<file path="src/rtl/icache_geom_pkg.sv">
package icache_geom_pkg;

    localparam int ADDR_BITS      = 32;
    localparam int WORD_BITS      = 32;
    localparam int NUM_SETS       = 64;
    localparam int WORDS_PER_LINE = 16;
    localparam int LINE_BITS      = WORD_BITS * WORDS_PER_LINE;

    // Field widths follow from the line size and the number of sets.
    localparam int OFFSET_BITS = $clog2(LINE_BITS / 8);
    localparam int INDEX_BITS  = $clog2(NUM_SETS);
    localparam int TAG_BITS    = ADDR_BITS - INDEX_BITS - OFFSET_BITS;

    typedef logic [ADDR_BITS-1:0]   addr_t;
    typedef logic [WORD_BITS-1:0]   word_t;
    typedef logic [LINE_BITS-1:0]   line_t;
    typedef logic [INDEX_BITS-1:0]  index_t;
    typedef logic [OFFSET_BITS-1:0] offset_t;   // Bits 5 to 2 pick the word.
    typedef logic [TAG_BITS-1:0]    tag_t;

    function automatic offset_t addr_offset(addr_t addr);
        return addr[OFFSET_BITS-1:0];
    endfunction

    function automatic index_t addr_index(addr_t addr);
        return addr[OFFSET_BITS +: INDEX_BITS];
    endfunction

    function automatic tag_t addr_tag(addr_t addr);
        return addr[ADDR_BITS-1 -: TAG_BITS];
    endfunction

endpackage

</file>
<file path="src/rtl/icache_ctrl_pkg.sv">
package icache_ctrl_pkg;

    // A line address is the tag followed by the set index.
    localparam int LINE_ADDR_BITS = $bits(icache_geom_pkg::tag_t)
                                  + $bits(icache_geom_pkg::index_t);

    typedef logic [LINE_ADDR_BITS-1:0] line_addr_t;

    typedef enum logic [2:0]
    {
        IDLE,
        LOOKUP,
        MISS_REQ,
        MISS_WAIT,
        REPLAY
    } ctrl_state_t;

    function automatic line_addr_t line_addr_of(icache_geom_pkg::addr_t addr);
        return {icache_geom_pkg::addr_tag(addr), icache_geom_pkg::addr_index(addr)};
    endfunction

endpackage

</file>
<file path="src/rtl/icache_ctrl.sv">
`timescale 1ns/1ps

module icache_ctrl
(
    input  logic                         clk,
    input  logic                         nrst,
    input  logic                         fetch_req,
    input  icache_geom_pkg::addr_t       fetch_addr,
    input  logic                         flush_in,
    input  logic                         rd_valid,
    input  icache_geom_pkg::tag_t        rd_tag,
    input  icache_geom_pkg::word_t       rd_word,
    input  logic                         l2_valid,
    output logic                         fetch_valid,
    output icache_geom_pkg::word_t       fetch_data,
    output logic                         l2_req,
    output icache_ctrl_pkg::line_addr_t  l2_line_addr,
    output icache_geom_pkg::index_t      index,
    output icache_geom_pkg::offset_t     offset,
    output logic                         refill,
    output icache_geom_pkg::tag_t        tag_wdata,
    output logic                         flush_out
);

    import icache_geom_pkg::*;
    import icache_ctrl_pkg::*;

    ctrl_state_t state;
    ctrl_state_t state_next;
    addr_t       held_addr;
    logic        tag_match;
    logic        accept;
    logic        busy;
    logic        flush_pend;

    // The arrays answer one cycle after the address, so the compare uses the held tag.
    assign tag_match = rd_valid && (rd_tag == addr_tag(held_addr));

    assign accept = fetch_req && ((state == IDLE) || (state == LOOKUP && tag_match));

    assign busy = (state == MISS_REQ) || (state == MISS_WAIT) || (state == REPLAY);

    // Set index mux. A new fetch goes straight to the arrays, otherwise the held one.
    always_comb
    begin
        if (accept)
        begin
            index  = addr_index(fetch_addr);
            offset = addr_offset(fetch_addr);
        end
        else
        begin
            index  = addr_index(held_addr);
            offset = addr_offset(held_addr);
        end
    end

    always_comb
    begin
        state_next = state;
        case (state)
            IDLE:
            begin
                if (accept)
                begin
                    state_next = LOOKUP;
                end
            end
            LOOKUP:
            begin
                if (!tag_match)
                begin
                    state_next = MISS_REQ;
                end
                else if (!accept)
                begin
                    state_next = IDLE;
                end
            end
            MISS_REQ:  state_next = MISS_WAIT;
            MISS_WAIT:
            begin
                if (l2_valid)
                begin
                    state_next = REPLAY;
                end
            end
            REPLAY:    state_next = LOOKUP;   // Re-read the refilled line.
            default:   state_next = IDLE;
        endcase
    end

    always_ff @(posedge clk or negedge nrst)
    begin
        if (!nrst)
        begin
            state <= IDLE;
        end
        else
        begin
            state <= state_next;
        end
    end

    always_ff @(posedge clk or negedge nrst)
    begin
        if (!nrst)
        begin
            held_addr <= '0;
        end
        else if (accept)
        begin
            held_addr <= fetch_addr;
        end
    end

    // A flush seen during a miss waits until the replayed fetch has been answered.
    always_ff @(posedge clk or negedge nrst)
    begin
        if (!nrst)
        begin
            flush_pend <= 1'b0;
        end
        else if (flush_out)
        begin
            flush_pend <= 1'b0;
        end
        else if (flush_in && busy)
        begin
            flush_pend <= 1'b1;
        end
    end

    assign flush_out = !busy && (flush_in || flush_pend);

    assign fetch_valid  = (state == LOOKUP) && tag_match;
    assign fetch_data   = rd_word;
    assign l2_req       = (state == MISS_REQ);
    assign l2_line_addr = line_addr_of(held_addr);
    assign refill       = (state == MISS_WAIT) && l2_valid;
    assign tag_wdata    = addr_tag(held_addr);

    // There is no back-pressure, so the fetch unit must only issue when the cache can take it.
    fetch_only_when_accepting: assert property (
        @(posedge clk) disable iff (!nrst)
        fetch_req |-> (state == IDLE) || (state == LOOKUP && tag_match)
    ) else $error("Fetch request while the cache is busy.");

    l2_valid_only_in_wait: assert property (
        @(posedge clk) disable iff (!nrst)
        l2_valid |-> state == MISS_WAIT
    ) else $error("L2 line returned with no request outstanding.");

endmodule

</file>
<file path="config.mk">
export PLATFORM = sky130hd
export DESIGN_NAME = icache_ctrl
export DESIGN_NICKNAME = d
export VERILOG_FILES = /design/src/rtl/icache_geom_pkg.sv /design/src/rtl/icache_ctrl_pkg.sv /design/src/rtl/icache_ctrl.sv
export SDC_FILE = /design/constraint.sdc
export NUM_CORES = 1
export LEC_CHECK = 0
export BUFFER_PORTS_ARGS = -buffer_cell sky130_fd_sc_hd__buf_2
export CAP_MARGIN = 0
export CORE_UTILIZATION = 46
export CTS_CLUSTER_DIAMETER = 100
export CTS_CLUSTER_SIZE = 24
export DETAILED_ROUTE_END_ITERATION = 8
export PLACE_DENSITY_LB_ADDON = 0.12
export SKIP_LAST_GASP = 1
export SLEW_MARGIN = 20
export SYNTH_ARGS = -nofsm -noshare
export SYNTH_HDL_FRONTEND = slang
export SYNTH_SLANG_ARGS = --single-unit
</file>
<file path="constraint.sdc">
create_clock -name clk -period 4.9 [get_ports clk]
set_input_delay 0.735 -clock clk [delete_from_list [all_inputs] [get_ports clk]]
set_output_delay 0.735 -clock clk [all_outputs]
set_load 0.01 [all_outputs]
</file>
==> impl_metrics.ini <==
[worst_setup_path]
critPathLaunch = rd_tag[4]
timing.critical_path.from_type = input port
worst-setup-path-type = input port to output port
rrSetupSlack_ps = 2550
required_ps = 4160
endpoint = offset[5]
timing.reg2reg.worst_path_depth = 5
worst_setup_ep_type = output port
timing.critical_path.arrival_ps = 2800
reg2reg_from = held_addr[16]
r2r_endpoint = held_addr[9]
critical_path.max_fanout = 32

[yosys]
synth.avg_cell_area_sq_um = 9.783
ys_dominant_reg_cell = dfrtp_1
netlist_top_cells_area = dfrtp_1 (33%), buf_4 (23%), o32ai_2 (18%)
synth_common_cells = buf_4 (81), nand2_1 (37), dfrtp_1 (36)
synth_fp_nets = 366
post-synth-top-count-cell = buf_4
asyncSetResetFlopFracSynth = 1.000
synth_cells = 276
sequential_to_total_area_share_from_yosys_stat = 0.3336
yosys.area.top_type = dfrtp_1
post_synth_top_area_share = 0.3336
synth_seq_cells = 36
synth_warnings = 0
netlist_area_sq_um = 2700
synth_enable_flop_cells = 0
synth.distinct_cells = 26

[drt]
drt_pre_antenna_iters = 4
routed_wirelength_um = 5681
detail_route.iter0.violations = 100
post-route-drc-count = 0
routed_antenna_nets = 0
detail_route.vias_per_cell = 4.899
number_of_vias_after_detailed_routing = 1896
wl_per_cell_um = 14.68

[sta]
worst_slack_ps = 1364
grt_setup_unrepaired = false
period_needed_ps = 3536
finalClockSkew_ps = 6.180
setup_total_negative_slack_ps = 0
timing_max_transition_violations_final = 0
slew_headroom = 0.3422
max_slew.worst_pin.slew_ps = 986.7
final_min_period_over_clock_period = 0.7217
hold_viol_final = 0
setup_violations = 0
max_freq_mhz = 282.8

[hold_path]
type_of_the_worst_min_delay_path = flip-flop to flip-flop

[global_route]
grt_pass1_vias = 1718
grt_antenna_before_repair = 0
grt_start_max_net_pins = 37
global_route_wire_length_before_repair_um = 8756
grt.overflow.total = 0
globalRouteTotalUtil = 0.1868

[floorplan]
die-width_um = 78.62
core_area_sq_um = 5574
die-area_sq_um = 6180
fp-row-count = 27
initial_core_util = 0.4844
fp.dieH_um = 78.62
ios = 184

[cts]
cts_hold_repair.buffers = 0
cts.clk_slew.worst_paths_ps = 70
cts.sink_count = 36
cts-buffers-inserted = 5
h-tree-depth = 2
cts_post_setup_buffers_inserted = 0
cts_tree = built
clockRootBuffer = clkbuf_8
max-clock-path-buffers = 2
worst_skew_pair_latency_ps = 290
ctsResizeCount = 0

[placement]
gp_congestion = 0.8167
dp_slack_ps = 1340
place_hpwl_um = 4109
port_buffers = 119
dpl_cell_area_sq_um = 2748

[pwr]
power.share.combinational = 0.534
switchingPower_mw = 0.7583
leakage_nw = 1.554
power_density_nw_per_um2 = 595.8
switching_share = 0.4485
p_clk_frac = 0.129
finalPower_mw = 1.691
irDropWorstVdd_mv = 0.2832
share_seq_of_total_power = 0.337
cellInternalPower_mw = 0.9325

[cells_and_area]
post-route-util = 0.5091
antenna_cells_inserted = 0
layout.nets = 404
multi_input_comb_area_sq_um = 1007
seqCellArea_sq_um = 900.9
layout-drive-gt1-share = 0.5238
layout_filler_cell_count = 543
area_growth_syn_to_layout_pct = 5.097
finish.instance_area_sq_um = 2838

[flow_run]
maxCapViolations = 0

[outcome]
run_status = finished clean
-- power by group through the flow --
stage          Clock [mW]  Combinational (mW)  Sequential [mW]
4_1_cts             0.226               0.919            0.573
3_3_place_gp            0               0.912            0.572
3_5_place_dp            0               0.916            0.577
2_1_floorplan           0               0.883            0.533
6_report            0.219               0.903            0.569
5_1_grt             0.238               0.990            0.592
-- flip-flops by register name, indices dropped and copies added, names as in the netlist --
name	flops
held_addr	32
state	3
flush_pend	1
-- logic make-up after synthesis --
group	after synthesis	share of synthesized area
flops	36	0.3336
buf+inv	125	0.2947
compound gates	38	0.2025
simple gates	57	0.1015
xor+xnor	20	0.06766
-- routing by layer --
layer	GRT usage	routed length (um)
met1	0.2529	2539
met3	0.04186	368
met4	0.07778	128
met5	0	0
met2	0.2852	2644
-- placed cells by master, fill, tap and decap left out --
| cell type | instances |
|---|---|
| o32ai_2 | 30 |
| or3_1 | 1 |
| nor4_2 | 1 |
| buf_2 | 119 |
| o32ai_1 | 2 |
| nor4_4 | 1 |
| nor2_1 | 5 |
| clkbuf_8 | 6 |
| clkbuf_1 | 2 |
| a31oi_1 | 2 |
| xor2_1 | 16 |
| dfrtp_1 | 36 |
| o31a_2 | 1 |
| nand3b_1 | 1 |
| nand4_2 | 1 |
| nand2_2 | 1 |
| nor4_1 | 4 |
| nand2_1 | 36 |
| nor3_1 | 4 |
| nand3_1 | 1 |
| buf_4 | 4 |
| o21ai_0 | 1 |
| xnor2_1 | 3 |
| inv_1 | 33 |
| a32o_1 | 1 |
| nor2b_1 | 1 |
| xnor2_2 | 1 |
| a21oi_1 | 1 |
-- through the flow --
| step | cells | hold WS (ps) |
|---|---|---|
| 2_1_floorplan | 276 | 439.4 |
| 3_3_place_gp | 379 | 479.0 |
| 3_5_place_dp | 379 | 490.5 |
| 4_1_cts | 387 | 506.5 |
| 5_1_grt | 387 | 542.0 |
| 6_report | 387 | 496.6 |
-- final cells by class --
cell class | instances | share of cell area
clock buffer | 8 | 0.03175
tap | 72 | 0.03175
sequential | 36 | 0.3175
inverter | 33 | 0.04365
timing repair buffer | 123 | 0.2205
multi-input combinational | 115 | 0.3549
-- worst max-delay path: stages --
cell     delay (ps)
buf_2           100
xor2_1          140
nor4_2          300
nand4_2         230
o31a_2          700
o32ai_2         400
buf_2           180
-- how the worst min path moves through the flow --
stage | start | end | cells past startpoint
floorplan | nrst | flush_pend | 0
global placement | flush_pend | flush_pend | 2
detailed placement | flush_pend | flush_pend | 2
CTS | flush_pend | flush_pend | 2
global route | flush_pend | flush_pend | 2
finish | flush_pend | flush_pend | 2
Power figures use the tool's default switching activity.
