<file path="config.mk">
export PLATFORM = sky130hd
export DESIGN_NAME = icache_tag_array
export DESIGN_NICKNAME = d
export VERILOG_FILES = /design/src/rtl/icache_geom_pkg.sv /design/src/rtl/icache_tag_array.sv
export SDC_FILE = /design/constraint.sdc
export NUM_CORES = 1
export LEC_CHECK = 0
export BUFFER_PORTS_ARGS = -buffer_cell sky130_fd_sc_hd__buf_2
export CAP_MARGIN = 30
export CORE_MARGIN = 5
export CORE_UTILIZATION = 49
export DETAILED_ROUTE_END_ITERATION = 8
export HOLD_SLACK_MARGIN = 0.05
export PLACE_DENSITY_LB_ADDON = 0.05
export REMOVE_ABC_BUFFERS = 1
export SLEW_MARGIN = 20
export SYNTH_ARGS = -nofsm -noshare
export SYNTH_HDL_FRONTEND = slang
export SYNTH_SLANG_ARGS = --single-unit
</file>
<file path="constraint.sdc">
create_clock -name clk -period 4 [get_ports clk]
set_input_delay 0.2 -clock clk [delete_from_list [all_inputs] [get_ports clk]]
set_output_delay 0.2 -clock clk [all_outputs]
set_load 0.01 [all_outputs]
</file>
<file path="src/rtl/icache_geom_pkg.sv">
package icache_geom_pkg;

    localparam int ADDR_BITS      = 32;
    localparam int WORD_BITS      = 32;
    localparam int NUM_SETS       = 64;
    localparam int WORDS_PER_LINE = 16;
    localparam int LINE_BITS      = WORD_BITS * WORDS_PER_LINE;

    // Field widths follow from the line size and the number of sets.
    localparam int OFFSET_BITS = $clog2(LINE_BITS / 8);
    localparam int INDEX_BITS  = $clog2(NUM_SETS);
    localparam int TAG_BITS    = ADDR_BITS - INDEX_BITS - OFFSET_BITS;

    typedef logic [ADDR_BITS-1:0]   addr_t;
    typedef logic [WORD_BITS-1:0]   word_t;
    typedef logic [LINE_BITS-1:0]   line_t;
    typedef logic [INDEX_BITS-1:0]  index_t;
    typedef logic [OFFSET_BITS-1:0] offset_t;   // Bits 5 to 2 pick the word.
    typedef logic [TAG_BITS-1:0]    tag_t;

    function automatic offset_t addr_offset(addr_t addr);
        return addr[OFFSET_BITS-1:0];
    endfunction

    function automatic index_t addr_index(addr_t addr);
        return addr[OFFSET_BITS +: INDEX_BITS];
    endfunction

    function automatic tag_t addr_tag(addr_t addr);
        return addr[ADDR_BITS-1 -: TAG_BITS];
    endfunction

endpackage

</file>
<file path="src/rtl/icache_tag_array.sv">
`timescale 1ns/1ps

module icache_tag_array
(
    input  logic                    clk,
    input  logic                    nrst,
    input  icache_geom_pkg::index_t index,
    input  logic                    refill,
    input  icache_geom_pkg::tag_t   tag_wdata,
    input  logic                    flush,
    output logic                    rd_valid,
    output icache_geom_pkg::tag_t   rd_tag
);

    import icache_geom_pkg::*;

    logic [NUM_SETS-1:0] valid;
    tag_t                tags [NUM_SETS];

    always_ff @(posedge clk or negedge nrst)
    begin
        if (!nrst)
        begin
            valid <= '0;
        end
        else if (flush)
        begin
            valid <= '0;   // Flash invalidate of every set.
        end
        else if (refill)
        begin
            valid[index] <= 1'b1;
        end
    end

    always_ff @(posedge clk)
    begin
        if (refill)
        begin
            tags[index] <= tag_wdata;
        end
    end

    // A fetch taken together with a flush must already see the lines invalid.
    always_ff @(posedge clk or negedge nrst)
    begin
        if (!nrst)
        begin
            rd_valid <= 1'b0;
            rd_tag   <= '0;
        end
        else
        begin
            rd_valid <= valid[index] && !flush;
            rd_tag   <= tags[index];
        end
    end

    // The controller holds a flush back while a refill is outstanding.
    refill_flush_exclusive: assert property (
        @(posedge clk) disable iff (!nrst)
        !(refill && flush)
    ) else $error("Refill and flush in the same cycle.");

endmodule

</file>
==> summary.txt, run 1 <==
Reg clk slew, reported paths: 60 ps
root buf cell: clkbuf_16
Area after DPL: 55700 um2
kind of critical path: input port to register
Critical path origin: index[0]
Hold Fails Final Rpt: 0
number of CTS-inserted buffers: 140
Die H: 337 um
Slew Limit Fails: 0
H-tree depth: 4
Fillers: 8232
total negative slack: 0 ps
gp weighted congestion: 0.954
hold wc startpoint: tag_wdata[3]
CP required: 4530 ps
Final Skew: 20.3 ps
Max Root-Sink Buffers: 3
sequential area share after synthesis: 77.3%
Core Region: 107000 um2
ANT nets after route: 0
relative slew slack: 25.3%
clock network latency to the later pin of the worst-skew pair: 750 ps
final worst slack: 1000 ps
Peak VDD IR: 0.000396 V
Syn-to-layout area delta: 14.8%
share of layout cells above drive strength 1: 24.1%
HPWL after DPL: 105000 um
TritonRoute pass-1 iters: 5
crit end category: register
first-pass GRT wire length: 235000 um
Synth Instances: 2882
top_reg_cell synth: edfxtp_1
period utilization: 74.9%
area of the multi-input gates: 11200 um2
vias: 30354
post_cts resized: 0
Max-cap violations: 0
clock tree sinks: 1365
#FFs+latches synth: 1365
register area: 40600 um2
EDFF count, synth: 1280
async set-reset flop share out of synthesis: 6.23%
grt ovf: 0
Yosys cell types: 56
Place WS: 508 ps
final setup violation count: 0
PwrDens: 501 nW/um2
initial antenna violation count: 8
vias in the first global route: 29213
crit start category: input port
status: complete, no violations
syn avg cell area: 18.2 um2
WL/cell: 36.5 um
Synth Cell Area: 52500 um2
post-route cell area: 60300 um2
DRT iter0 DRCs: 4057
YS warnings: 0
# DRC: 0
CP top delay family: compound AO/OA/AOI/OAI gates
GRT Resource Usage Total: 29.8%
# IOs: 51
CP max stage cell: a221oi_1
WP data arrival: 3530 ps
# rows: 120
critical path fanouts, max: 48
min Tclk post-route: 3000 ps
ordered list of cells on the worst path: buf_8, buf_12, buf_4, mux4_2, mux2i_1, o22a_1, o21ai_0, a221oi_1, nand3_1
Die W: 337 um
Pleak: 0.0200 uW
Crit path largest cell delay: 720 ps
Port Buffers: 50
Starting Density: 49.2%
post-DR vias/cell: 6.53
wirelength, routed: 169000 um
RSZ-0062 raised after global routing: no
full die area: 114000 um2
fin nets: 3163
largest net degree at the start of global routing: 65
FMAX: 334 MHz
CTS tree: done
worst r2r src: tags[36][2]
Least-Margin Pin Slew: 1120 ps
Min-Delay Path Class: input port to register
Critical path buffers and inverters: 3
[state kept, by name (all words and copies together) (netlist names)]
name,flops
tags,1280
valid,64
rd_tag,20
rd_valid,1
[through the flow]
stage	power [uW]	hold slack, ps	util (%)	std cells
after floorplan	16700	-95.6	-	2701
after global placement	17900	431	52.2	4379
after detailed placement	18000	199	52.2	4380
after CTS	30300	65.5	56.4	4640
after global routing	31000	88.2	56.4	4643
final	30200	88.2	56.5	4648
[worst paths after layout]
path / end / slack, ps / cells past startpoint
max: rd_tag[2] / 1000 / 9
min: tags[36][3] / 90 / 1
max reg2reg: rd_tag[2] / 1140 / 6
min reg2reg: valid[56] / 500 / 2
max in group asynchronous: rd_tag[10] / 2910 / 4
min in group asynchronous: valid[36] / 610 / 4
[final cells by class]
cell class | instances | area share (%)
clock inverter | 61 | 0.868
multi-input combinational | 1332 | 18.6
inverter | 4 | 0.0291
sequential | 1365 | 67.3
timing repair buffer | 290 | 3.94
clock buffer | 188 | 6.33
antenna | 5 | 0.0208
tap | 1403 | 2.91
[cells by family (layout without fill, tap and decap cells)]
logic type	Yosys count	in the layout	synth area share (%)
flip-flops	1365	1365	77.3
AO/OA/AOI/OAI	524	524	7.39
AND/OR/NAND/NOR	436	436	3.42
multiplexers	372	372	10.1
buffers and inverters	185	543	1.85
other	0	5	0
[layer usage]
metal / GRT usage, % / wire length, um / vias up
met5: 0 / 54 / -
met4: 10.5 / 6420 / 8
met3: 7.00 / 17600 / 309
met2: 45.0 / 76800 / 1755
met1: 43.1 / 68700 / 16056
li1: - / - / 12226
[cells in the mapped netlist (28+ instances only)]
library cell,number,share of area (%)
a221oi_1,123,2.1
dfrtp_1,85,4.1
clkbuf_1,56,0.40
o21ai_0,53,0.51
a221o_1,33,0.63
a22oi_1,74,1.1
mux2i_1,143,2.7
buf_2,76,0.72
buf_4,28,0.40
mux2_2,114,2.4
edfxtp_1,1280,73
nand2_1,96,0.69
nor2_1,281,2.0
o22ai_1,62,0.74
mux4_2,113,4.8
a21oi_1,78,0.74
[placed cells by master (no fill, tap or decap), types with 9 or more instances in the layout]
cell,Yosys,routed
a221oi_1,123,123
buf_4,28,211
o22ai_1,62,62
mux2_2,114,114
o21ai_0,53,52
clkbuf_16,0,142
o2bb2ai_1,13,13
clkinv_1,0,26
dlygate4sd3_1,0,11
a21oi_1,78,78
mux2i_1,143,143
nor2_2,0,66
nand2_1,96,96
or4_1,9,9
a222oi_1,9,9
a22o_1,17,17
a221o_1,33,33
mux4_2,113,113
buf_2,76,46
dfrtp_1,85,85
edfxtp_1,1280,1280
nor2_1,281,211
clkbuf_1,56,37
clkbuf_8,0,9
a22oi_1,74,74
o221ai_1,16,16
o22a_1,10,10
clkinv_2,0,15
buf_12,0,16
[power breakdown]
| group | internal [uW] | total (uW) | switching (uW) | leakage, uW |
|---|---|---|---|---|
| combinational | 572 | 1890 | 1320 | 0.00519 |
| sequential | 15700 | 15800 | 79.5 | 0.0127 |
| clock | 7200 | 12500 | 5280 | 0.00212 |
| total | 23500 | 30200 | 6680 | 0.0200 |
[repair_timing]
item,4_1_cts,5_1_grt
buffers inserted,0,0
hold buffers,11,1
hold endpoints to repair,272,15
Note: power is estimated with default switching activity, not from simulation.
==> inputs of run 2 (changes only) <==
clock period = 2.94 ns   (was 4 ns; I/O delays follow)
==> run 2 against run 1 <==
  * Clock skew rose by 7.8 ps
  * Sequential cell count did not move
  * Total power rose by 36%
  * First-iteration DRC count fell by 0.27%
  * Sequential share of layout area fell by 2.1 points
  * Register-to-register slack got worse by 740 ps
  * Critical path type is now register to register
  * Largest cell class unchanged
  * Highest routed layer unchanged
==> summary.txt, run 2 (synthesis gave the netlist of run 1 again) <==
Gate power share: 6.9%
DRT iter0 DRCs: 4046
clock tree sinks: 1365
most frequent cells in the layout: edfxtp_1, buf_4, nor2_1
TritonRoute pass-1 iters: 6
vias: 30986
share of layout cells above drive strength 1: 27.5%
crit end category: register
Int Pwr: 31800 uW
area of the multi-input gates: 11200 um2
Min-Delay Path Class: input port to register
Clock power frac: 40.7%
min Tclk post-route: 2540 ps
Reg clk slew, reported paths: 60 ps
# DRC: 0
Peak VDD IR: 0.000581 V
Seq pwr share: 52.4%
WP data arrival: 3160 ps
total negative slack: 0 ps
period utilization: 86.5%
largest net degree at the start of global routing: 65
# rows: 120
relative slew slack: 33.7%
crit-path most repeated cell: buf_4
Max-cap violations: 0
initial antenna violation count: 12
CP max stage cell: or4_1
ordered list of cells on the worst path: mux4_2, a221oi_1, buf_4, a2bb2oi_1, buf_4, o21ai_0, or4_1
kind of critical path: register to register
CTS tree: done
CP required: 3550 ps
first-pass GRT wire length: 240000 um
wirelength, routed: 173000 um
root buf cell: clkbuf_16
Die W: 337 um
Regs by FF count: tags: 1280 flops, valid: 64 flops, rd_tag: 20 flops
switching share of total power: 22.5%
vias in the first global route: 30085
post_cts resized: 0
Max Root-Sink Buffers: 3
RSZ-0062 raised after global routing: no
H-tree depth: 4
Core Region: 107000 um2
CP top delay family: compound AO/OA/AOI/OAI gates
WHS: 101 ps
FMAX: 393 MHz
critical path fanouts, max: 1
Critical path buffers and inverters: 2
Fillers: 8029
Least-Margin Pin Slew: 994 ps
fin nets: 3330
Port Buffers: 50
grt ovf: 0
post-DR vias/cell: 6.43
full die area: 114000 um2
GRT Resource Usage Total: 30.4%
gp weighted congestion: 0.924
Die H: 337 um
clock network latency to the later pin of the worst-skew pair: 750 ps
final setup violation count: 0
max FFs per register: 1280
Hold Fails Final Rpt: 0
Final Skew: 28.1 ps
# IOs: 51
PwrDens: 660 nW/um2
P_sw: 9250 uW
Starting Density: 49.2%
Top reg by flops: tags
Syn-to-layout area delta: 18.5%
register area: 40600 um2
most common cell after layout, fill and taps aside: edfxtp_1
Slew Limit Fails: 0
ANT nets after route: 0
status: complete, no violations
crit start category: register
WL/cell: 35.9 um
Pleak: 0.0210 uW
number of CTS-inserted buffers: 143
HPWL after DPL: 110000 um
Crit path largest cell delay: 510 ps
## run 2: cell count changes in the layout (fill, tap and decap cells not counted), sizes merged
cell / change
buf: +157
bufinv: -6
clkbuf: +6
clkinv: +11
clkinvlp: -1
diode: -2
dlygate4sd3: +7
inv: -2
## run 2: power groups by stage
stage / logic [uW] / registers [uW] / clock network, uW
floorplan: 840 / 21900 / 0
global placement: 2740 / 21900 / 0
detailed placement: 2770 / 21900 / 0
CTS: 2800 / 21500 / 16900
global route: 2930 / 21500 / 17800
finish: 2840 / 21500 / 16700
## run 2: stage by stage
step	cell area (um2)	util (%)	power (uW)	worst slack (ps)	instances
finish	62200	58.3	41100	396	4818
global route	62200	58.3	42200	321	4816
CTS	62200	58.2	41300	451	4811
detailed placement	57700	54.1	24700	-216	4537
global placement	57700	54.0	24700	-272	4535
floorplan	51500	-	22700	30.6	2701
## run 2: final timing paths
kind	start	to	slack, ps	cells after the start
min reg2reg	valid[21]	valid[21]	490	2
max	tags[62][17]	rd_tag[17]	400	7
max in group asynchronous	nrst	rd_tag[7]	2020	4
min in group asynchronous	nrst	rd_tag[12]	340	3
min	tag_wdata[0]	tags[30][0]	100	1
max reg2reg	tags[62][17]	rd_tag[17]	400	7
## run 2: per-layer routing
metal / global-route usage (%) / up-vias / wire [um]
li1: - / 12580 / -
met1: 44.3 / 16400 / 71900
met2: 46.5 / 1712 / 78800
met3: 6.66 / 286 / 16500
met4: 9.36 / 8 / 5700
met5: 0 / - / 54
## run 2: repair_timing
action | in CTS | in global routing
endpoints found under the hold margin | 424 | 102
hold buffers | 17 | 2
setup buffers | 0 | 0
## run 2: area by class of cell
class | instances | area share [%]
Sequential cell | 1365 | 65.2
Tap cell | 1403 | 2.82
Clock inverter | 63 | 0.583
Multi-Input combinational cell | 1332 | 18.0
Clock buffer | 194 | 6.26
Inverter | 4 | 0.0281
Timing Repair Buffer | 454 | 7.11
Antenna cell | 3 | 0.0121
